### config.mk
export PLATFORM = sky130hd
export DESIGN_NAME = fetch_unit_flat
export DESIGN_NICKNAME = d
export VERILOG_FILES = /design/src/hw/bus_pkg.sv /design/src/hw/mem_bus_if.sv /design/src/hw/fetch_unit.sv /design/src/flat_wrapper.sv
export VERILOG_INCLUDE_DIRS = /design/src /design/src/hw
export SDC_FILE = /design/constraint.sdc
export NUM_CORES = 1
export LEC_CHECK = 0
export BUFFER_PORTS_ARGS = -buffer_cell sky130_fd_sc_hd__clkbuf_2
export CAP_MARGIN = 0
export CORE_MARGIN = 2
export CORE_UTILIZATION = 48
export DETAILED_ROUTE_END_ITERATION = 8
export PLACE_DENSITY = 0.79
export SLEW_MARGIN = 40
export SYNTH_ARGS = -nofsm -noshare
export SYNTH_HDL_FRONTEND = slang
export SYNTH_SLANG_ARGS = --single-unit
### constraint.sdc
create_clock -name clock -period 3 [get_ports clock]
set_input_delay 0.6 -clock clock [delete_from_list [all_inputs] [get_ports clock]]
set_output_delay 0.6 -clock clock [all_outputs]
set_load 0.005 [all_outputs]
### src/hw/mem_consts.svh
`ifndef MEM_CONSTS_SVH
`define MEM_CONSTS_SVH

////////////////////////////////////////////////////////////////////////////
// Widths and sizes of the data-memory subsystem
////////////////////////////////////////////////////////////////////////////

// Byte address
`define ADDR_W 32

// Bus and register data
`define DATA_W 32

// Memory depth in words
`define MEM_WORDS 256

// Register file address
`define REG_AW 5

`endif

### src/hw/bus_pkg.sv
`default_nettype none

`include "mem_consts.svh"

////////////////////////////////////////////////////////////////////////////
// Memory bus types
////////////////////////////////////////////////////////////////////////////

package bus_pkg;

  typedef logic [`ADDR_W-1:0] addr_t;
  typedef logic [`DATA_W-1:0] data_t;
  typedef logic [3:0]         strb_t; // All zero is a read

  typedef enum logic [1:0] {
    arb_idle       = 2'd0,
    arb_data_busy  = 2'd1,
    arb_fetch_busy = 2'd2
  } arb_state_t;

endpackage

`default_nettype wire

### src/hw/mem_bus_if.sv
`default_nettype none

// One request/ready memory port
interface mem_bus_if;
  import bus_pkg::*;

  logic  req;   // Held until ready
  addr_t addr;
  data_t wdata;
  strb_t strb;
  data_t rdata;
  logic  ready; // One-cycle pulse

  modport master (
    output req, addr, wdata, strb,
    input  rdata, ready
  );

  modport slave (
    input  req, addr, wdata, strb,
    output rdata, ready
  );

endinterface

`default_nettype wire

### src/hw/fetch_unit.sv
`default_nettype none

module fetch_unit (
  input  logic           clock,
  input  logic           reset,
  input  logic           fetch_en,
  input  logic           redirect,
  input  bus_pkg::addr_t redirect_pc,
  mem_bus_if.master      bus,
  output logic           instr_valid,
  output bus_pkg::data_t instr,
  output bus_pkg::addr_t instr_pc
);
  import bus_pkg::*;

  addr_t pc_q;       // Next address to fetch
  addr_t req_addr_q; // Address of the read on the bus
  logic  req_q;
  logic  stale_q;    // Read overtaken by a redirect
  logic  issue;

  // New read when the port is free or its read completes now
  assign issue = fetch_en & ~redirect & (~req_q | bus.ready);

  assign bus.req   = req_q;
  assign bus.addr  = req_addr_q;
  assign bus.wdata = '0;
  assign bus.strb  = '0;

  always_ff @(posedge clock) begin
    if (!reset) begin
      pc_q        <= '0;
      req_q       <= 1'b0;
      stale_q     <= 1'b0;
      instr_valid <= 1'b0;
    end else begin
      instr_valid <= bus.ready & ~stale_q & ~redirect;

      if (bus.ready) begin
        stale_q <= 1'b0;
      end else if (redirect && req_q) begin
        stale_q <= 1'b1;
      end

      if (issue) begin
        req_q <= 1'b1;
      end else if (bus.ready) begin
        req_q <= 1'b0;
      end

      if (redirect) begin
        pc_q <= redirect_pc;
      end else if (issue) begin
        pc_q <= pc_q + addr_t'(4);
      end
    end
  end

  always_ff @(posedge clock) begin
    if (issue) begin
      req_addr_q <= pc_q;
    end
    if (bus.ready) begin
      instr    <= bus.rdata;
      instr_pc <= req_addr_q;
    end
  end

endmodule

`default_nettype wire

### src/flat_wrapper.sv
// flat-port wrapper written by rule: the top's interface ports become plain ports
module fetch_unit_flat import bus_pkg::*;
  (clock, reset, fetch_en, redirect, redirect_pc, instr_valid, instr, instr_pc, bus_req, bus_addr, bus_wdata, bus_strb, bus_rdata, bus_ready);
  mem_bus_if bus_i ();
  input  logic clock;
  input  logic reset;
  input  logic fetch_en;
  input  logic redirect;
  input  bus_pkg::addr_t redirect_pc;
  output logic instr_valid;
  output bus_pkg::data_t instr;
  output bus_pkg::addr_t instr_pc;
  output wire logic [$bits(bus_i.req)-1:0] bus_req;
  output wire logic [$bits(bus_i.addr)-1:0] bus_addr;
  output wire logic [$bits(bus_i.wdata)-1:0] bus_wdata;
  output wire logic [$bits(bus_i.strb)-1:0] bus_strb;
  input wire logic [$bits(bus_i.rdata)-1:0] bus_rdata;
  input wire logic [$bits(bus_i.ready)-1:0] bus_ready;
  assign bus_req = bus_i.req;
  assign bus_addr = bus_i.addr;
  assign bus_wdata = bus_i.wdata;
  assign bus_strb = bus_i.strb;
  assign bus_i.rdata = bus_rdata;
  assign bus_i.ready = bus_ready;
  fetch_unit u_core (.clock(clock), .reset(reset), .fetch_en(fetch_en), .redirect(redirect), .redirect_pc(redirect_pc), .bus(bus_i), .instr_valid(instr_valid), .instr(instr), .instr_pc(instr_pc));
endmodule
==> results.py <==
metrics = {
    "final_layout": {
        "nets": 633,
        "areaGrowthSynthToFinish_pct": 27.2,
        "utilization": 0.632,
        "drive_gt1_frac": 0.356,
        "diodes": 0,
        "final_cells": 712,
        "design_area_um2": 6560,
    },
    "clock_network": {
        "insertion_delay_ns": 0.51,
        "path_clk_slew_ns": 0.06,
        "h-tree-depth": 4,
        "cts_hold_buffers": 0,
        "post_cts_buffers": 0,
        "clock-sinks": 131,
        "cts_resized": 0,
        "cts_made_buffers": 17,
        "cts_tree": "done",
        "cts_buffer_depth": 2,
        "cts-root-buf": "clkbuf_8",
    },
    "sta": {
        "fmax_mhz": 446,
        "rsz0062_at_grt": "false",
        "min_period_ns": 2.24,
        "drv_slew": 0,
        "fin_skew_ns": 0.00536,
        "tightest_slew_ns": 0.704,
        "setup_viol": 0,
        "fin_crit_sh": 0.748,
        "slew-limit-headroom": 0.526,
        "holdWs_ns": 0.265,
        "finalHoldViolations": 0,
        "fin_setup_tns_ns": 0,
    },
    "critical_path": {
        "setup.worst_path.class": "reg -> reg",
        "cp.arrival_ns": 2.67,
        "cp.required_ns": 3.43,
        "path_cells": "ha_1 -> nand4_1 -> or3_1 -> or4_2 -> a31oi_1",
        "cp_slowest_cell": "or4_2",
        "cp_num_buf_inv": 0,
        "cp_slowest_stage_delay_ns": 0.61,
        "cpLargestDelayFamily": "simple AND/OR/NAND/NOR gates",
        "critPathMaxFanout": 15,
        "cp-end-kind": "register",
        "worstSetupStartpointType": "register",
    },
    "place": {
        "place_area_um2": 6020,
        "dp.cells": 680,
        "routabilityCongestion": 0.857,
        "numPortBuffers": 166,
        "dp_hpwl_um": 8370,
    },
    "synth": {
        "syn_inst": 388,
        "ys_top_cells_by_count": "edfxtp_1 (96), buf_4 (36), dfxtp_1 (35), o21ai_0 (22), nand2_1 (18)",
        "synth_area_leaders": "edfxtp_1 (56%), dfxtp_1 (14%), buf_4 (5.2%), o21ai_0 (2.1%), nand4_1 (1.7%)",
        "synth_top_area_frac": 0.559,
        "yosys_register_bits": 131,
        "syn-mean-instance-area_um2": 13.3,
        "synth_flop_cell": "edfxtp_1",
        "synth_enable_flop_cells": 96,
        "netlist_area_um2": 5160,
        "ys_seq_area_frac": 0.695,
        "async_flop_share": 0,
        "synth_warnings": 0,
        "yosysMostFrequentCell": "edfxtp_1",
        "yosysTopAreaCell": "edfxtp_1",
        "ys_types": 48,
    },
    "power": {
        "ir_worst_vdd_v": 0.000375,
        "p_leak_nw": 2.65,
        "p_per_area_nw_per_um2": 653,
    },
    "floorplan": {
        "core_area_um2": 10400,
        "die_area_um2": 11600,
        "rows": 37,
        "die_h_um": 108,
        "ios": 203,
        "die_w_um": 108,
        "start_util": 0.497,
    },
    "global_routing": {
        "grt_util_all_layers": 0.198,
        "grt_max_degree": 67,
        "grt_pass1_wl_um": 17300,
        "grt_pass1_vias": 3477,
        "grt_remaining_overflow": 0,
        "antenna_found_initial": 0,
    },
    "routing": {
        "vias_per_cell": 5.39,
        "ant_nets": 0,
        "drc": 0,
        "drt_first_pass_iters": 5,
        "via_count": 3840,
        "wire_per_inst_um": 16.2,
        "drt_wl_total_um": 11600,
        "drt_iter0_drc": 352,
    },
    "min_path": {
        "min_path_type": "in -> reg",
    },
    "run": {
        "cap_viol_max_count": 0,
    },
    "status": {
        "status": "finished clean",
    },
}
per-layer routing:
metal  track usage  up-vias  part of all wire
li1              -     1776                 -
met1         0.237     1808              0.39
met2         0.329      232              0.49
met3        0.0539       24             0.095
met4         0.101        0             0.026
met5             0        -                 0
report_power, final:
part           total (mW)  switching, mW  internal [mW]
registers            2.14         0.0743           2.07
logic               0.274          0.151          0.123
clock network        1.86          0.703           1.16
total                4.28          0.928           3.35
cell usage in the layout (no fill, tap or decap), types with 4 or more instances in the layout:
master,Yosys,final
clkbuf_16,0,16
o21ai_0,22,22
nand3_1,17,17
edfxtp_1,96,96
a31oi_1,10,10
nor3_1,7,7
nor3b_1,5,5
a21oi_1,5,5
inv_1,4,4
nor2b_1,5,5
or4_1,8,8
and3_1,4,4
buf_4,36,7
xor2_1,5,5
nor4_1,8,8
o31ai_1,9,9
a311oi_1,6,6
or3_1,5,5
a211oi_1,4,4
clkbuf_2,1,165
nand2_1,18,18
clkinv_1,1,6
dfxtp_1,35,35
conb_1,1,36
nand4_1,14,14
nor2_1,17,16
flip-flops by register name, indices dropped and copies added (netlist names):
register / count
u_core.instr: 32
u_core.instr_pc: 32
u_core.instr_valid: 1
u_core.pc_q: 32
u_core.stale_q: 1
u_core.bus.req: 1
u_core.bus.addr: 32
path summary, 6_finish.rpt:
kind                                      start                            end  slack, ns  cells after the start
hold reg to reg   u_core.bus.addr[29]$_DFFE_PP_  u_core.instr_pc[29]$_DFFE_PP_       0.44                      0
setup / recovery    u_core.pc_q[2]$_SDFFE_PN0P_   u_core.pc_q[12]$_SDFFE_PN0P_       0.76                      5
hold / removal                    bus_rdata[19]     u_core.instr[19]$_DFFE_PP_       0.27                      1
setup reg to reg    u_core.pc_q[2]$_SDFFE_PN0P_   u_core.pc_q[12]$_SDFFE_PN0P_       0.76                      5
kinds of logic (layout without fill, tap and decap cells):
kind of cell	count (synthesis)	after routing	synth area share
XOR/XNOR	6	6	0.0102
multiplexers	2	2	0.00388
AO/OA/AOI/OAI	66	66	0.0842
buffers and inverters	59	212	0.0696
other	1	36	0.000727
flip-flops	131	131	0.695
AND/OR/NAND/NOR	122	122	0.134
adder cells (fa/ha/maj)	1	1	0.00243
cell type report:
| cell class | count | area, µm² |
|---|---|---|
| Fill cell | 808 | 3810 |
| Tap cell | 136 | 170 |
| Multi-Input combinational cell | 233 | 1350 |
| Inverter | 6 | 22.5 |
| Clock buffer | 19 | 422 |
| Clock inverter | 13 | 118 |
| Sequential cell | 131 | 3580 |
| Timing Repair Buffer | 174 | 895 |
through the flow:
step / power (mW) / worst slack (ns)
2_1_floorplan: 2.30 / 0.217
3_5_place_dp: 2.46 / 0.586
3_3_place_gp: 2.44 / 0.684
5_1_grt: 4.42 / 0.597
6_report: 4.28 / 0.756
4_1_cts: 4.31 / 0.783
No activity file was read; power rests on OpenSTA's default activity.
