`config.mk`:
```
export PLATFORM = sky130hd
export DESIGN_NAME = bus_arbiter_flat
export DESIGN_NICKNAME = d
export VERILOG_FILES = /design/src/hw/bus_pkg.sv /design/src/hw/mem_bus_if.sv /design/src/hw/bus_arbiter.sv /design/src/flat_wrapper.sv
export VERILOG_INCLUDE_DIRS = /design/src /design/src/hw
export SDC_FILE = /design/constraint.sdc
export NUM_CORES = 1
export LEC_CHECK = 0
export BUFFER_PORTS_ARGS = -buffer_cell sky130_fd_sc_hd__clkbuf_2
export CORE_AREA = 8 8 113 115
export CTS_CLUSTER_DIAMETER = 80
export DETAILED_ROUTE_END_ITERATION = 8
export DIE_AREA = 0 0 121 123
export HOLD_SLACK_MARGIN = 0.08
export PLACE_DENSITY_LB_ADDON = 0.12
export SETUP_SLACK_MARGIN = 0.02
export SLEW_MARGIN = 10
export SYNTH_ARGS = -nofsm -noshare
export SYNTH_HDL_FRONTEND = slang
export SYNTH_SLANG_ARGS = --single-unit
```
`constraint.sdc`:
```
create_clock -name clock -period 1.4 [get_ports clock]
set_clock_uncertainty 0.1 [all_clocks]
set_input_delay 0.14 -clock clock [delete_from_list [all_inputs] [get_ports clock]]
set_output_delay 0.14 -clock clock [all_outputs]
set_load 0.01 [all_outputs]
```
`src/hw/mem_consts.svh`:
```
`ifndef MEM_CONSTS_SVH
`define MEM_CONSTS_SVH

////////////////////////////////////////////////////////////////////////////
// Widths and sizes of the data-memory subsystem
////////////////////////////////////////////////////////////////////////////

// Byte address
`define ADDR_W 32

// Bus and register data
`define DATA_W 32

// Memory depth in words
`define MEM_WORDS 256

// Register file address
`define REG_AW 5

`endif

```
`src/hw/bus_pkg.sv`:
```
`default_nettype none

`include "mem_consts.svh"

////////////////////////////////////////////////////////////////////////////
// Memory bus types
////////////////////////////////////////////////////////////////////////////

package bus_pkg;

  typedef logic [`ADDR_W-1:0] addr_t;
  typedef logic [`DATA_W-1:0] data_t;
  typedef logic [3:0]         strb_t; // All zero is a read

  typedef enum logic [1:0] {
    arb_idle       = 2'd0,
    arb_data_busy  = 2'd1,
    arb_fetch_busy = 2'd2
  } arb_state_t;

endpackage

`default_nettype wire

```
`src/hw/mem_bus_if.sv`:
```
`default_nettype none

// One request/ready memory port
interface mem_bus_if;
  import bus_pkg::*;

  logic  req;   // Held until ready
  addr_t addr;
  data_t wdata;
  strb_t strb;
  data_t rdata;
  logic  ready; // One-cycle pulse

  modport master (
    output req, addr, wdata, strb,
    input  rdata, ready
  );

  modport slave (
    input  req, addr, wdata, strb,
    output rdata, ready
  );

endinterface

`default_nettype wire

```
`src/hw/bus_arbiter.sv`:
```
`default_nettype none

module bus_arbiter (
  input  logic     clock,
  input  logic     reset,
  mem_bus_if.slave data_port,
  mem_bus_if.slave fetch_port,
  mem_bus_if.master mem
);
  import bus_pkg::*;

  arb_state_t state;
  logic       data_grant;
  logic       fetch_grant;

  assign data_grant  = (state == arb_data_busy);
  assign fetch_grant = (state == arb_fetch_busy);

  ////////////////////////////////////////////////////////////////////////////
  // Grant FSM, data port has priority
  ////////////////////////////////////////////////////////////////////////////

  always_ff @(posedge clock) begin
    if (!reset) begin
      state <= arb_idle;
    end else begin
      case (state)
        arb_idle: begin
          if (data_port.req) begin
            state <= arb_data_busy;
          end else if (fetch_port.req) begin
            state <= arb_fetch_busy;
          end
        end
        arb_data_busy, arb_fetch_busy: begin
          if (mem.ready) begin
            state <= arb_idle; // Back through idle on every change
          end
        end
        default: state <= arb_idle;
      endcase
    end
  end

  // Request path
  always_comb begin
    if (fetch_grant) begin
      mem.req   = fetch_port.req;
      mem.addr  = fetch_port.addr;
      mem.wdata = fetch_port.wdata;
      mem.strb  = fetch_port.strb;
    end else begin
      mem.req   = data_grant & data_port.req;
      mem.addr  = data_port.addr;
      mem.wdata = data_port.wdata;
      mem.strb  = data_port.strb;
    end
  end

  // Response only to the granted master
  assign data_port.ready  = data_grant & mem.ready;
  assign data_port.rdata  = data_grant ? mem.rdata : '0;
  assign fetch_port.ready = fetch_grant & mem.ready;
  assign fetch_port.rdata = fetch_grant ? mem.rdata : '0;

endmodule

`default_nettype wire

```
`src/flat_wrapper.sv`:
```
// flat-port wrapper written by rule: the top's interface ports become plain ports
module bus_arbiter_flat import bus_pkg::*;
  (clock, reset, data_port_req, data_port_addr, data_port_wdata, data_port_strb, data_port_rdata, data_port_ready, fetch_port_req, fetch_port_addr, fetch_port_wdata, fetch_port_strb, fetch_port_rdata, fetch_port_ready, mem_req, mem_addr, mem_wdata, mem_strb, mem_rdata, mem_ready);
  mem_bus_if data_port_i ();
  mem_bus_if fetch_port_i ();
  mem_bus_if mem_i ();
  input  logic clock;
  input  logic reset;
  input wire logic [$bits(data_port_i.req)-1:0] data_port_req;
  input wire logic [$bits(data_port_i.addr)-1:0] data_port_addr;
  input wire logic [$bits(data_port_i.wdata)-1:0] data_port_wdata;
  input wire logic [$bits(data_port_i.strb)-1:0] data_port_strb;
  output wire logic [$bits(data_port_i.rdata)-1:0] data_port_rdata;
  output wire logic [$bits(data_port_i.ready)-1:0] data_port_ready;
  input wire logic [$bits(fetch_port_i.req)-1:0] fetch_port_req;
  input wire logic [$bits(fetch_port_i.addr)-1:0] fetch_port_addr;
  input wire logic [$bits(fetch_port_i.wdata)-1:0] fetch_port_wdata;
  input wire logic [$bits(fetch_port_i.strb)-1:0] fetch_port_strb;
  output wire logic [$bits(fetch_port_i.rdata)-1:0] fetch_port_rdata;
  output wire logic [$bits(fetch_port_i.ready)-1:0] fetch_port_ready;
  output wire logic [$bits(mem_i.req)-1:0] mem_req;
  output wire logic [$bits(mem_i.addr)-1:0] mem_addr;
  output wire logic [$bits(mem_i.wdata)-1:0] mem_wdata;
  output wire logic [$bits(mem_i.strb)-1:0] mem_strb;
  input wire logic [$bits(mem_i.rdata)-1:0] mem_rdata;
  input wire logic [$bits(mem_i.ready)-1:0] mem_ready;
  assign data_port_i.req = data_port_req;
  assign data_port_i.addr = data_port_addr;
  assign data_port_i.wdata = data_port_wdata;
  assign data_port_i.strb = data_port_strb;
  assign data_port_rdata = data_port_i.rdata;
  assign data_port_ready = data_port_i.ready;
  assign fetch_port_i.req = fetch_port_req;
  assign fetch_port_i.addr = fetch_port_addr;
  assign fetch_port_i.wdata = fetch_port_wdata;
  assign fetch_port_i.strb = fetch_port_strb;
  assign fetch_port_rdata = fetch_port_i.rdata;
  assign fetch_port_ready = fetch_port_i.ready;
  assign mem_req = mem_i.req;
  assign mem_addr = mem_i.addr;
  assign mem_wdata = mem_i.wdata;
  assign mem_strb = mem_i.strb;
  assign mem_i.rdata = mem_rdata;
  assign mem_i.ready = mem_ready;
  bus_arbiter u_core (.clock(clock), .reset(reset), .data_port(data_port_i), .fetch_port(fetch_port_i), .mem(mem_i));
endmodule
```
==> metrics.md <==
| Metric | Value |
|---|---|
| Status | `finished, violations left` |
| Failing checks | `setup timing` |
| Remaining antenna violation count after routing | `0` |
| Clk_lat worst skew | `roughly 0.22 ns` |
| PortBufs | `307` |
| Crit start category | `flop` |
| Sequential area share after synthesis | `0.02257` |
| Area growth, synth to finish | `159.2%` |
| Final #Nets | `~680` |
| Final cell count without fillers | `around 640` |
| Hold depth | `3` |
| TritonCTS clock tree | `done` |
| Via density | `4.058` |
| Flops & latches, synth | `2` |
| Final WS setup | `-0.3386 ns` |
| Sink Count | `2` |
| Pin count of the biggest net entering global routing | `17` |
| Total power | `~2.7 mW` |
| Worst path cell trace | `inv_2, ha_4, buf_12, clkbuf_16, mux2_4, buf_6` |
| Synth unique cells | `15` |
| RSZ-0062 raised after global routing | `true` |
| IO Pins | `approximately 310` |
| Worst hold slack | `0.07876 ns` |
| Largest Register | `u_core.state` |
| Die area | `between 0.01 and 0.015 mm^2` |
| Max reg flops | `2` |
| Initial Util | `0.1602` |
| Max Freq | `575.2 MHz` |
| Final setup TNS | `-38.64 ns` |
| Hold crit path type | `primary input to flop` |
| CP Class | `flop to output port` |
| Max transition margin | `0.8637` |
| Crit-path slowest cell | `dfxtp_2` |
| Max-cap viol count | `0` |
| Worst VDD drop | `about 0.45 mV` |
| Share of cells above drive strength 1 | `0.9137` |
| CP Max Fanout | `7` |
| Post-layout util | `0.4151` |
| DRT iter0 DRCs | `26` |
| Die width | `~120 um` |
| Critical path's top delay family | `buffers and inverters` |
| CP Capture Type | `output port` |
| Most frequent cells in the layout | `clkbuf_2 (224), buf_6 (77), mux2_4 (68)` |
| Crit share post-route | `1.242` |
| CTS root buf | `clkbuf_16` |
| ANT cells | `0` |
| Antenna violations before repair | `0` |
| Mapped Cells | `170` |
| GRT Util Overall | `0.1294` |
| Filler cells | `about 1100` |
| Worst path required time | `1.16 ns` |
| Cell Area, Synth | `~0.0018 mm^2` |
| Endpoints failing hold | `0` |
| Max-slew violations | `0` |
| Final global-route overflow total | `0` |
| WP depth | `6` |
| Post-Syn Nets | `about 350` |
| CP arrival | `~1.5 ns` |
| Register area | `42.54 um^2` |
| First-pass GRT wire length | `roughly 15 mm` |
| Warnings from Yosys | `0` |
| Worst-Margin Slew | `approximately 0.21 ns` |
| Post-DP Area | `approximately 0.0035 mm^2` |
| Die H | `about 120 um` |
| Residual DRC count | `0` |
| Biggest regs | `u_core.state x2` |
| H-Tree Depth | `1` |
| Total CTS buffers | `3` |
| Leak | `around 2.6 nW` |
| Final Instance Area | `around 0.0046 mm^2` |
| Core area | `roughly 0.011 mm^2` |
| Final setup viols | `roughly 140` |
| DR WL/cell | `18.17 um` |
| Crit path buf inv count | `4` |
| R2R depth | `6` |
| Row count | `39` |
| Routed wire length | `~12 mm` |
| Max incr delay on CP | `about 0.32 ns` |
| Pre-CTS setup slack | `-0.1499 ns` |
| DR pass1 iterations | `3` |
| Clk buf depth | `2` |
| Clk slew on worst S/H paths | `around 0.030 ns` |
| Dpl cells | `about 620` |
| Syn Area/Cell | `10.44 um^2` |
| Pwr Density | `roughly 600 mW/mm^2` |
| Vias in the first global route | `2704` |
| Final min period | `between 1.5 and 2 ns` |
| Vias | `~2600` |
| HPWL Detailed | `~9 mm` |
| Hold_buf cts | `0` |
| Routability cong. | `slightly below 0.8` |
| Multi-input gate area | `about 0.0017 mm^2` |
| Most common cell after layout, fill and taps aside | `clkbuf_2` |
cell usage after synthesis:
cell      instances  share of area
nand2b_1          1         0.0035
and2_1           66           0.23
o21ai_0           3         0.0085
nor2b_1           2         0.0071
a21oi_1           2         0.0056
nor2_1            1         0.0021
nand2_1           3         0.0063
nand4_1           1         0.0035
buf_6             1         0.0063
inv_1             3         0.0063
dfxtp_1           2          0.023
ha_1              4          0.028
buf_12            7          0.079
clkbuf_1          6          0.013
mux2_4           68           0.58
what timing repair did:
action / 4_1_cts / 5_1_grt
cloned: 7 / 6
setup endpoints to repair: 136 / 137
setup buffers: 7 / 3
gates resized for setup: 25 / 217
pin swaps: 3 / 27
hold endpoints to repair: 0 / 0
final cells by class:
type	instances	area share
well taps	143	0.03891
multi-input cells	151	0.3660
clock buffers	3	0.01633
flip-flops and latches	2	0.009252
repair buffers	339	0.5665
inverters	3	0.002993
worst register-to-register path, stage by stage, from the launching register on:
cell and delay, ns:
dfxtp_2 0.32, inv_2 0.05, buf_4 0.14, ha_1 0.30
nor2b_2 0.16, o21ai_1 0.13, nor2_1 0.06
layer usage:
metal,vias up,GRT usage,share of wire
met2,176,0.2611,0.55
met3,4,0.04840,0.12
met5,-,0,0
met1,1191,0.1240,0.33
met4,0,0.01639,0.0033
li1,1230,-,-
power breakdown:
part           internal [mW]  switching, mW  total [mW]
registers             0.0662        0.00651      0.0727
clock network          0.364         0.0687       0.432
logic                   1.39          0.826        2.22
total                   1.82          0.901        2.72
cell families after synthesis:
family | count (synthesis) | synth area share
AO/OA/AOI/OAI | 5 | 0.01410
adder cells (fa/ha/maj) | 4 | 0.02821
buffers and inverters | 17 | 0.1044
flip-flops | 2 | 0.02257
multiplexers | 68 | 0.5755
AND/OR/NAND/NOR | 74 | 0.2553
worst paths after layout:
kind	start	to	slack, ns
max	u_core.state[0]	mem_wdata[14]	-0.34
min	reset	u_core.state[0]	0.08
max reg2reg	u_core.state[0]	u_core.state[1]	0.03
min reg2reg	u_core.state[0]	u_core.state[0]	0.50
(Power assumes the default switching activity.)
