--- config.mk ---
export PLATFORM = sky130hd
export DESIGN_NAME = memory_stage_flat
export DESIGN_NICKNAME = d
export VERILOG_FILES = /design/src/hw/bus_pkg.sv /design/src/hw/pipe_pkg.sv /design/src/hw/mem_bus_if.sv /design/src/hw/memory_stage.sv /design/src/flat_wrapper.sv
export VERILOG_INCLUDE_DIRS = /design/src /design/src/hw
export SDC_FILE = /design/constraint.sdc
export NUM_CORES = 1
export LEC_CHECK = 0
export BUFFER_PORTS_ARGS = -buffer_cell sky130_fd_sc_hd__clkbuf_2
export CAP_MARGIN = 5
export CORE_MARGIN = 3
export CORE_UTILIZATION = 38
export CTS_CLUSTER_DIAMETER = 30
export DETAILED_ROUTE_END_ITERATION = 8
export GPL_TIMING_DRIVEN = 0
export PLACE_DENSITY_LB_ADDON = 0.25
export SLEW_MARGIN = 20
export SYNTH_ARGS = -nofsm -noshare
export SYNTH_HDL_FRONTEND = slang
export SYNTH_SLANG_ARGS = --single-unit
--- constraint.sdc ---
create_clock -name clock -period 8.1 [get_ports clock]
set_input_delay 1.62 -clock clock [delete_from_list [all_inputs] [get_ports clock]]
set_output_delay 1.62 -clock clock [all_outputs]
set_load 0.1 [all_outputs]
--- src/hw/mem_consts.svh ---
`ifndef MEM_CONSTS_SVH
`define MEM_CONSTS_SVH

////////////////////////////////////////////////////////////////////////////
// Widths and sizes of the data-memory subsystem
////////////////////////////////////////////////////////////////////////////

// Byte address
`define ADDR_W 32

// Bus and register data
`define DATA_W 32

// Memory depth in words
`define MEM_WORDS 256

// Register file address
`define REG_AW 5

`endif

--- src/hw/bus_pkg.sv ---
`default_nettype none

`include "mem_consts.svh"

////////////////////////////////////////////////////////////////////////////
// Memory bus types
////////////////////////////////////////////////////////////////////////////

package bus_pkg;

  typedef logic [`ADDR_W-1:0] addr_t;
  typedef logic [`DATA_W-1:0] data_t;
  typedef logic [3:0]         strb_t; // All zero is a read

  typedef enum logic [1:0] {
    arb_idle       = 2'd0,
    arb_data_busy  = 2'd1,
    arb_fetch_busy = 2'd2
  } arb_state_t;

endpackage

`default_nettype wire

--- src/hw/pipe_pkg.sv ---
`default_nettype none

`include "mem_consts.svh"

////////////////////////////////////////////////////////////////////////////
// Pipeline-side types
////////////////////////////////////////////////////////////////////////////

package pipe_pkg;

  // Destination register
  typedef logic [`REG_AW-1:0] reg_addr_t;

  // Access size of a load or store
  typedef enum logic [1:0] {
    ls_byte = 2'd0,
    ls_half = 2'd1,
    ls_word = 2'd2
  } ls_width_t;

  // Memory stage sequencing
  typedef enum logic [1:0] {
    ms_ready     = 2'd0, // Free to take an instruction
    ms_wait_bus  = 2'd1, // Bus access outstanding
    ms_writeback = 2'd2  // Result presented
  } mem_state_t;

endpackage

`default_nettype wire

--- src/hw/mem_bus_if.sv ---
`default_nettype none

// One request/ready memory port
interface mem_bus_if;
  import bus_pkg::*;

  logic  req;   // Held until ready
  addr_t addr;
  data_t wdata;
  strb_t strb;
  data_t rdata;
  logic  ready; // One-cycle pulse

  modport master (
    output req, addr, wdata, strb,
    input  rdata, ready
  );

  modport slave (
    input  req, addr, wdata, strb,
    output rdata, ready
  );

endinterface

`default_nettype wire

--- src/hw/memory_stage.sv ---
`default_nettype none

module memory_stage (
  input  logic                clock,
  input  logic                reset,
  input  logic                ex_valid,
  input  logic                ex_load,
  input  logic                ex_store,
  input  logic                ex_unsigned,
  input  pipe_pkg::ls_width_t ex_width,
  input  bus_pkg::addr_t      ex_addr,
  input  bus_pkg::data_t      ex_sdata,
  input  pipe_pkg::reg_addr_t ex_waddr,
  input  logic                clear,
  mem_bus_if.master           bus,
  output logic                stall,
  output logic                wb_valid,
  output logic                wb_wren,
  output logic                wb_exception,
  output pipe_pkg::reg_addr_t wb_waddr,
  output bus_pkg::data_t      wb_wdata
);
  import pipe_pkg::*;
  import bus_pkg::*;

  mem_state_t state;

  // Access latched at take
  logic      acc_load;
  logic      acc_store;
  logic      acc_unsigned;
  ls_width_t acc_width;
  addr_t     acc_addr;
  data_t     acc_sdata;

  logic  killed; // Write-back dropped by clear
  logic  wren_q;
  logic  exc_q;

  logic  take;
  logic  addr_bad;
  logic  misaligned;
  strb_t lane_strb;
  data_t shifted;
  logic  sign_bit;
  data_t load_data;

  assign stall = (state == ms_wait_bus);
  assign take  = ex_valid & ~stall;

  always_comb begin
    case (ex_width)
      ls_half: addr_bad = ex_addr[0];
      ls_word: addr_bad = |ex_addr[1:0];
      default: addr_bad = 1'b0;
    endcase
  end

  assign misaligned = addr_bad & (ex_load | ex_store);

  ////////////////////////////////////////////////////////////////////////////
  // Bus request
  ////////////////////////////////////////////////////////////////////////////

  always_comb begin
    case (acc_width)
      ls_byte: begin
        bus.wdata = {4{acc_sdata[7:0]}};
        lane_strb = strb_t'(4'b0001 << acc_addr[1:0]);
      end
      ls_half: begin
        bus.wdata = {2{acc_sdata[15:0]}};
        lane_strb = acc_addr[1] ? 4'b1100 : 4'b0011;
      end
      default: begin
        bus.wdata = acc_sdata;
        lane_strb = 4'b1111;
      end
    endcase
  end

  assign bus.req  = stall;
  assign bus.addr = acc_addr;
  assign bus.strb = acc_store ? lane_strb : '0; // Loads read

  // Load alignment and extension
  assign shifted = bus.rdata >> {acc_addr[1:0], 3'b000};

  always_comb begin
    case (acc_width)
      ls_byte: begin
        sign_bit  = ~acc_unsigned & shifted[7];
        load_data = {{($bits(data_t)-8){sign_bit}}, shifted[7:0]};
      end
      ls_half: begin
        sign_bit  = ~acc_unsigned & shifted[15];
        load_data = {{($bits(data_t)-16){sign_bit}}, shifted[15:0]};
      end
      default: begin
        sign_bit  = 1'b0;
        load_data = shifted;
      end
    endcase
  end

  ////////////////////////////////////////////////////////////////////////////
  // Sequencing
  ////////////////////////////////////////////////////////////////////////////

  always_ff @(posedge clock) begin
    if (!reset) begin
      state  <= ms_ready;
      killed <= 1'b0;
      wren_q <= 1'b0;
      exc_q  <= 1'b0;
    end else begin
      case (state)
        ms_ready, ms_writeback: begin
          if (take) begin
            killed <= clear;
            exc_q  <= misaligned;
            wren_q <= ex_load & ~misaligned; // Only loads write back
            if ((ex_load | ex_store) && !misaligned) begin
              state <= ms_wait_bus;
            end else begin
              state <= ms_writeback;
            end
          end else begin
            state <= ms_ready;
          end
        end
        ms_wait_bus: begin
          killed <= killed | clear; // Access still completes
          if (bus.ready) begin
            state <= ms_writeback;
          end
        end
        default: state <= ms_ready;
      endcase
    end
  end

  always_ff @(posedge clock) begin
    if (take) begin
      acc_load     <= ex_load;
      acc_store    <= ex_store & ~misaligned;
      acc_unsigned <= ex_unsigned;
      acc_width    <= ex_width;
      acc_addr     <= ex_addr;
      acc_sdata    <= ex_sdata;
      wb_waddr     <= ex_waddr;
      wb_wdata     <= '0;
    end else if (stall && bus.ready && acc_load) begin
      wb_wdata <= load_data;
    end
  end

  assign wb_valid     = (state == ms_writeback) & ~killed & ~clear;
  assign wb_wren      = wb_valid & wren_q;
  assign wb_exception = wb_valid & exc_q;

endmodule

`default_nettype wire

--- src/flat_wrapper.sv ---
// flat-port wrapper written by rule: the top's interface ports become plain ports
module memory_stage_flat import pipe_pkg::*; import bus_pkg::*;
  (clock, reset, ex_valid, ex_load, ex_store, ex_unsigned, ex_width, ex_addr, ex_sdata, ex_waddr, clear, stall, wb_valid, wb_wren, wb_exception, wb_waddr, wb_wdata, bus_req, bus_addr, bus_wdata, bus_strb, bus_rdata, bus_ready);
  mem_bus_if bus_i ();
  input  logic clock;
  input  logic reset;
  input  logic ex_valid;
  input  logic ex_load;
  input  logic ex_store;
  input  logic ex_unsigned;
  input  pipe_pkg::ls_width_t ex_width;
  input  bus_pkg::addr_t ex_addr;
  input  bus_pkg::data_t ex_sdata;
  input  pipe_pkg::reg_addr_t ex_waddr;
  input  logic clear;
  output logic stall;
  output logic wb_valid;
  output logic wb_wren;
  output logic wb_exception;
  output pipe_pkg::reg_addr_t wb_waddr;
  output bus_pkg::data_t wb_wdata;
  output wire logic [$bits(bus_i.req)-1:0] bus_req;
  output wire logic [$bits(bus_i.addr)-1:0] bus_addr;
  output wire logic [$bits(bus_i.wdata)-1:0] bus_wdata;
  output wire logic [$bits(bus_i.strb)-1:0] bus_strb;
  input wire logic [$bits(bus_i.rdata)-1:0] bus_rdata;
  input wire logic [$bits(bus_i.ready)-1:0] bus_ready;
  assign bus_req = bus_i.req;
  assign bus_addr = bus_i.addr;
  assign bus_wdata = bus_i.wdata;
  assign bus_strb = bus_i.strb;
  assign bus_i.rdata = bus_rdata;
  assign bus_i.ready = bus_ready;
  memory_stage u_core (.clock(clock), .reset(reset), .ex_valid(ex_valid), .ex_load(ex_load), .ex_store(ex_store), .ex_unsigned(ex_unsigned), .ex_width(ex_width), .ex_addr(ex_addr), .ex_sdata(ex_sdata), .ex_waddr(ex_waddr), .clear(clear), .bus(bus_i), .stall(stall), .wb_valid(wb_valid), .wb_wren(wb_wren), .wb_exception(wb_exception), .wb_waddr(wb_waddr), .wb_wdata(wb_wdata));
endmodule
==> results of run 1 <==
-- report_power, final --
group          total, mW  leakage [nW]  internal, mW  switching (mW)
clock network      0.424         0.139         0.215           0.209
logic              0.428          1.65        0.0798           0.348
registers          0.658          1.02         0.643          0.0157
-- area by class of cell --
type                       instances  area share, %
clock inverter                     7           1.05
sequential                       111           47.9
timing repair buffer             221           18.3
clock buffer                       9           3.64
buffer                            28           2.43
multi-input combinational        208           23.4
tap                              143           2.89
inverter                           5          0.344
-- final timing paths --
kind                                          from                                to  cells past startpoint
setup / recovery                             clear                           wb_wren                      4
hold / removal    u_core.wb_wdata[12]$_SDFFE_PN0P_  u_core.wb_wdata[12]$_SDFFE_PN0P_                      2
setup reg to reg      u_core.state[0]$_SDFFE_PN0P_  u_core.wb_wdata[29]$_SDFFE_PN0P_                      7
hold reg to reg   u_core.wb_wdata[12]$_SDFFE_PN0P_  u_core.wb_wdata[12]$_SDFFE_PN0P_                      2
-- flip-flops by register name (all words and copies together) (netlist names) --
name	count
u_core.wb_wdata	32
u_core.exc_q	1
u_core.state	2
u_core.acc_sdata	32
u_core.killed	1
u_core.bus.addr	32
u_core.wb_waddr	5
u_core.wren_q	1
u_core.acc_unsigned	1
u_core.acc_load	1
u_core.acc_width	2
u_core.acc_store	1
-- Yosys cell counts --
cell type  number  area share [%]
edfxtp_1       74              49
nand2_1        47             3.9
dfxtp_1        37              16
a21oi_1        26             2.8
mux2i_1        23             5.0
a221o_1        16             3.5
mux2_2         16             3.9
nor2_1         15             1.2
o21ai_0        14             1.5
o2bb2ai_1      14             2.7
clkbuf_1       10            0.82
buf_4           9             1.5
nor2b_1         8             1.1
buf_1           5            0.41
and2_1          4            0.55
inv_1           4            0.33
buf_2           3            0.33
nand2b_1        3            0.41
a21boi_0        2            0.33
ha_1            2            0.55
nor3_1          2            0.22
o21a_1          2            0.33
a2111oi_2       1            0.33
a21o_1          1            0.16
a22oi_1         1            0.16
and3_1          1            0.14
buf_6           1            0.25
inv_2           1           0.082
mux4_2          1            0.49
nand3b_1        1            0.16
nand4b_4        1            0.52
nor3b_2         1            0.27
nor4_4          1            0.46
nor4b_1         1            0.19
o211a_1         1            0.22
o32ai_1         1            0.19
or2_2           1            0.14
or3_1           1            0.14
-- per-layer routing --
layer | GRT usage, % | up-vias | part of all wire, %
li1 | - | 1764 | -
met5 | 0 | - | 0
met1 | 22.3 | 1697 | 39
met4 | 6.73 | 0 | 2.1
met2 | 29.8 | 165 | 49
met3 | 6.53 | 18 | 9.7
-- per-stage QoR --
step	setup slack (ns)	util, %	cells	instance area, sq um
2_1_floorplan	0.574	-	352	4580
3_3_place_gp	2.76	50.5	715	5860
3_5_place_dp	3.66	50.7	716	5890
4_1_cts	3.65	53.2	732	6180
5_1_grt	3.57	53.2	732	6180
6_report	3.70	53.2	732	6180
-- worst min-delay path, stage by stage, from the launching register on --
cell,delay [ns]
dfxtp_1,0.31
nand2_1,0.05
a21oi_1,0.06
-- logic make-up after synthesis --
family                   Yosys count
AO/OA/AOI/OAI                     79
adder cells (fa/ha/maj)            2
buffers and inverters             33
flip-flops                       111
multiplexers                      40
AND/OR/NAND/NOR                   87
==> run summary, run 1 <==
# diodes: 0
1st-iter DRT viols: 279
multi-input gate area in the final layout: 1450 sq um
# setup viols final: 0
Final Critical Period: 4.40 ns
Compound-Gate Fraction of Synth Area: 12.3%
Slew Viols, Final: 0
area of the die: 13400 sq um
skew final: 0.00664 ns
syn nets: 465
Vias per Instance: 4.98
arrival time at the worst endpoint: 2.78 ns
Cells after Synth: 352
Post-Synth Simple-Gate Area: 9.37%
nets: 697
Period Utilization, post-route: 54.3%
root buf cell: clkbuf_16
pin count of the biggest net entering global routing: 52
xor/xnor cell area share of the yosys netlist: 0%
static leakage: 2.80 nW
commonest non-fill, non-tap cell in the layout: clkbuf_2
CTS max path bufs: 2
RePlAce Congestion: 0.797
most frequent cells in the layout: 220 x clkbuf_2, 74 x edfxtp_1, 47 x nand2_1
Worst-path clk slew: 0.08 ns
slew margin rel.: 49.1%
main combinational cell family by area after synthesis: compound AO/OA/AOI/OAI gates
Worst path most repeated cell: clkbuf_2
first-pass GRT wire length: 18600 um
setup_tns: 0 ns
H-tree lvl count: 3
power after layout: 1.51 mW
WL per Instance: 16.7 um
post-synthesis register bit count: 111
worst-skew pair later-pin latency: 0.34 ns
total gr overflow: 0
peak supply drop: 0.000169 V
FF+latch area: 2960 sq um
Core Area: 11600 sq um
synth unique cells: 38
post-synthesis adder-cell area fraction: 0.546%
TritonCTS Sinks: 111
row count: 39
Setup Buffers After CTS: 0
CP Capture Type: primary output
Power Density: 244 nW/um^2
routed vias: 3644
multiplexer area fraction after synthesis: 9.45%
status: complete, no violations
HPWL Detailed: 9450 um
Final Hold Viols: 0
CP Launch Type: input port
WP buf/inv: 2
drt pass-1 iters: 5
final wirelength: 12200 um
CTS Buf Count: 9
DIE HEIGHT: 116 um
sequential share of the synthesized area: 64.7%
CTS tree: done
layout cells sized above 1: 46.3%
initial core utilization: 39.4%
initial antenna violation count: 0
fmax: 0.227 GHz
hold crit path type: reg -> reg
Port Buffers: 220
die width: 116 um
vias in the first global route: 3654
CP Class: in -> out
Fin Hold WS: 0.464 ns
aggregate global-route resource usage: 18.2%
worst path required time: 6.48 ns
reg2reg setup slack: 5.60 ns
I/O pin total: 221
Fill cells: 1066
Worst-Margin Slew: 0.761 ns
CP max-delay cell: clkbuf_2
PostCTS Resize Cnt: 0
Post-route DRC: 0
worst-path cell chain: clkbuf_2, nor4b_1, and2_1, clkbuf_2
Crit Path Max Fanout: 3
syn_area_per_cell: 13.0 sq um
cell class contributing the biggest share of worst-path delay: simple AND/OR/NAND/NOR gates
Max Cap Violations: 0
synthesized cell area: 4580 sq um
Post-CTS Hold Fix Bufs: 0
area grow syn2layout: 34.9%
Final ANT Viol Nets: 0
RSZ-0062 raised after global routing: false
yosys warns: 0
max incr delay on CP: 0.45 ns
Note: power is estimated with default switching activity, not from simulation.
==> run 2: changes to the inputs <==
==> constraint.sdc (replaced) <==
create_clock -name clock -period 4.1 [get_ports clock]
set_input_delay 0.82 -clock clock [delete_from_list [all_inputs] [get_ports clock]]
set_output_delay 0.82 -clock clock [all_outputs]
set_load 0.1 [all_outputs]
==> run 2 against run 1 <==
  * Die area unchanged
  * Setup slack worse by 3.0 ns
  * Non-clock buffer count unchanged
  * First-iteration DRC count down 14%
  * Clock power up 110%
  * Clock skew up 0.00077 ns
  * Power up 100%
  * Count of clock-buffer cells in the layout unchanged
  * Highest routed layer unchanged
==> run summary, run 2 (synthesis results as in run 1) <==
CTS tree: done
aggregate global-route resource usage: 18.7% (+0.45 points)
commonest non-fill, non-tap cell in the layout: clkbuf_2
Place WS: 1.01 ns (-2.65 ns)
area grow syn2layout: 35.6%
static leakage: 2.81 nW (+0.36%)
Period Utilization, post-route: 83.5%
# diodes: 0 (unchanged)
Post-route DRC: 0 (unchanged)
placed cell count: 716 (unchanged)
fin cells: 732 (unchanged)
Max Cap Violations: 0 (unchanged)
CTS Buf Count: 9 (unchanged)
total gr overflow: 0 (unchanged)
routed vias: 3644 (unchanged)
Core Area: 11600 sq um (unchanged)
1st-iter DRT viols: 239 (-14%)
I/O pin total: 221 (unchanged)
Fin Hold WS: 0.461 ns (-0.00258 ns)
FF-to-FF End: u_core.wb_wdata[29]$_SDFFE_PN0P_
drt pass-1 iters: 4 (-1)
RSZ-0062 raised after global routing: false
WP buf/inv: 3 (+1)
Port Buffers: 220 (unchanged)
HPWL Detailed: 9560 um (+1.1%)
WL per Instance: 17.1 um (+2.0%)
Worst Hold Depth: 2 (unchanged)
R2R Path Start: u_core.state[0]$_SDFFE_PN0P_
arrival time at the worst endpoint: 2.61 ns (-0.17 ns)
initial core utilization: 39.4% (unchanged)
Final Hold Viols: 0 (unchanged)
TritonCTS Sinks: 111 (unchanged)
Worst path most repeated cell: nand2_1
Post-CTS Hold Fix Bufs: 0 (unchanged)
Setup Buffers After CTS: 0 (unchanged)
nets: 697 (unchanged)
worst-skew pair later-pin latency: 0.36 ns (+0.02 ns)
CTS max path bufs: 2 (unchanged)
reg2reg setup slack: 1.59 ns (-4.01 ns)
final wirelength: 12500 um (+2.0%)
setup_tns: 0 ns (unchanged)
DIE HEIGHT: 116 um (unchanged)
Power Density: 489 nW/um^2 (+100%)
status: complete, no violations
Crit Path Max Fanout: 10 (+7)
root buf cell: clkbuf_16
RePlAce Congestion: 0.801 (+0.55%)
die width: 116 um (unchanged)
Final ANT Viol Nets: 0 (unchanged)
Worst Hold Path EP: u_core.wb_wdata[12]$_SDFFE_PN0P_
Worst-Margin Slew: 0.740 ns (-0.0203 ns)
H-tree lvl count: 3 (unchanged)
Final Critical Period: 3.43 ns
Slew Viols, Final: 0 (unchanged)
hold crit path type: reg -> reg
worst-path cell chain: clkbuf_1, buf_1, nor2_1, nand2_1, nand2_1, clkbuf_2
CP Class: reg -> out
post-route setup slack: 0.675 ns (-3.03 ns)
area of the die: 13400 sq um (unchanged)
slew margin rel.: 50.6% (+1.6 points)
peak supply drop: 0.000335 V (+99%)
first-pass GRT wire length: 18900 um (+1.3%)
initial antenna violation count: 0 (unchanged)
most frequent cells in the layout: 220 x clkbuf_2, 74 x edfxtp_1, 47 x nand2_1
Vias per Instance: 4.98 (unchanged)
hold path startpoint: u_core.wb_wdata[12]$_SDFFE_PN0P_
layout cells sized above 1: 46.7% (+0.34 points)
cell class contributing the biggest share of worst-path delay: buffers and inverters
CP Launch Type: flop
pin count of the biggest net entering global routing: 53 (+1.9%)
Worst-path clk slew: 0.08 ns (about the same)
max incr delay on CP: 0.66 ns (+0.21 ns)
skew final: 0.00742 ns (+0.000773 ns)
PostCTS Resize Cnt: 0 (unchanged)
Fill cells: 1042 (-2.3%)
# setup viols final: 0 (unchanged)
worst path required time: 3.28 ns (-3.20 ns)
fmax: 0.292 GHz
FF-to-FF path depth: 7 (unchanged)
CP Capture Type: primary output
vias in the first global route: 3656 (+0.055%)
row count: 39 (unchanged)
CP max-delay cell: nor2_1
==> run 2: cell types whose count changed in the layout (fill, tap and decap cells not counted), sizes merged <==
cell / previous run / this run
clkinv: 3 / 1
inv: 8 / 10
==> run 2: how the worst max path moves through the flow <==
stage / from / end / slack (ns) / cells past startpoint
after floorplan: u_core.acc_width[0]$_DFFE_PN_ / bus_wdata[24] / 0.09 / 4
after global placement: ex_valid / u_core.wb_wdata[20]$_SDFFE_PN0P_ / -0.46 / 6
after detailed placement: u_core.acc_width[0]$_DFFE_PN_ / bus_wdata[10] / 1.01 / 6
after CTS: u_core.acc_width[0]$_DFFE_PN_ / bus_wdata[10] / 0.61 / 6
after global routing: u_core.acc_width[0]$_DFFE_PN_ / bus_wdata[10] / 0.39 / 6
final: u_core.acc_width[0]$_DFFE_PN_ / bus_wdata[10] / 0.67 / 6
==> run 2: worst register-to-register path: stages, from the launching register on <==
cell	delay (ns)
dfxtp_1	0.49
nand2b_1	0.16
nand2_1	0.31
inv_4	0.22
buf_16	0.27
nor2_1	0.34
clkbuf_1	0.45
a221o_1	0.23
==> run 2: area by class of cell <==
class	count	area [sq um]	area share [%]
Buffer	28	150	2.42
Clock buffer	9	225	3.63
Clock inverter	7	80.1	1.29
Inverter	5	21.3	0.342
Multi-Input combinational cell	208	1460	23.6
Sequential cell	111	2960	47.7
Tap cell	143	179	2.88
Timing Repair Buffer	221	1130	18.2
==> run 2: power breakdown <==
| part | switching [mW] | leakage [nW] | total (mW) | internal [mW] |
|---|---|---|---|---|
| sequential | 0.0316 | 1.02 | 1.30 | 1.27 |
| clock | 0.450 | 0.146 | 0.889 | 0.439 |
| combinational | 0.691 | 1.65 | 0.849 | 0.158 |
| total | 1.17 | 2.81 | 3.04 | 1.87 |
==> run 2: per-layer routing <==
layer | up-vias | track usage [%] | wire length, um
li1 | 1769 | - | -
met3 | 15 | 7.94 | 1190
met4 | 0 | 5.72 | 219
met2 | 158 | 30.2 | 6030
met1 | 1702 | 22.8 | 5060
met5 | - | 0 | 0
==> run 2: metrics by stage <==
| step | utilization [%] | total power, mW | cell area, sq um |
|---|---|---|---|
| 6_report | 53.5 | 3.04 | 6210 |
| 5_1_grt | 53.5 | 3.16 | 6210 |
| 4_1_cts | 53.5 | 3.07 | 6210 |
| 3_5_place_dp | 50.9 | 2.18 | 5910 |
| 3_3_place_gp | 50.6 | 2.17 | 5880 |
| 2_1_floorplan | - | 2.00 | 4600 |
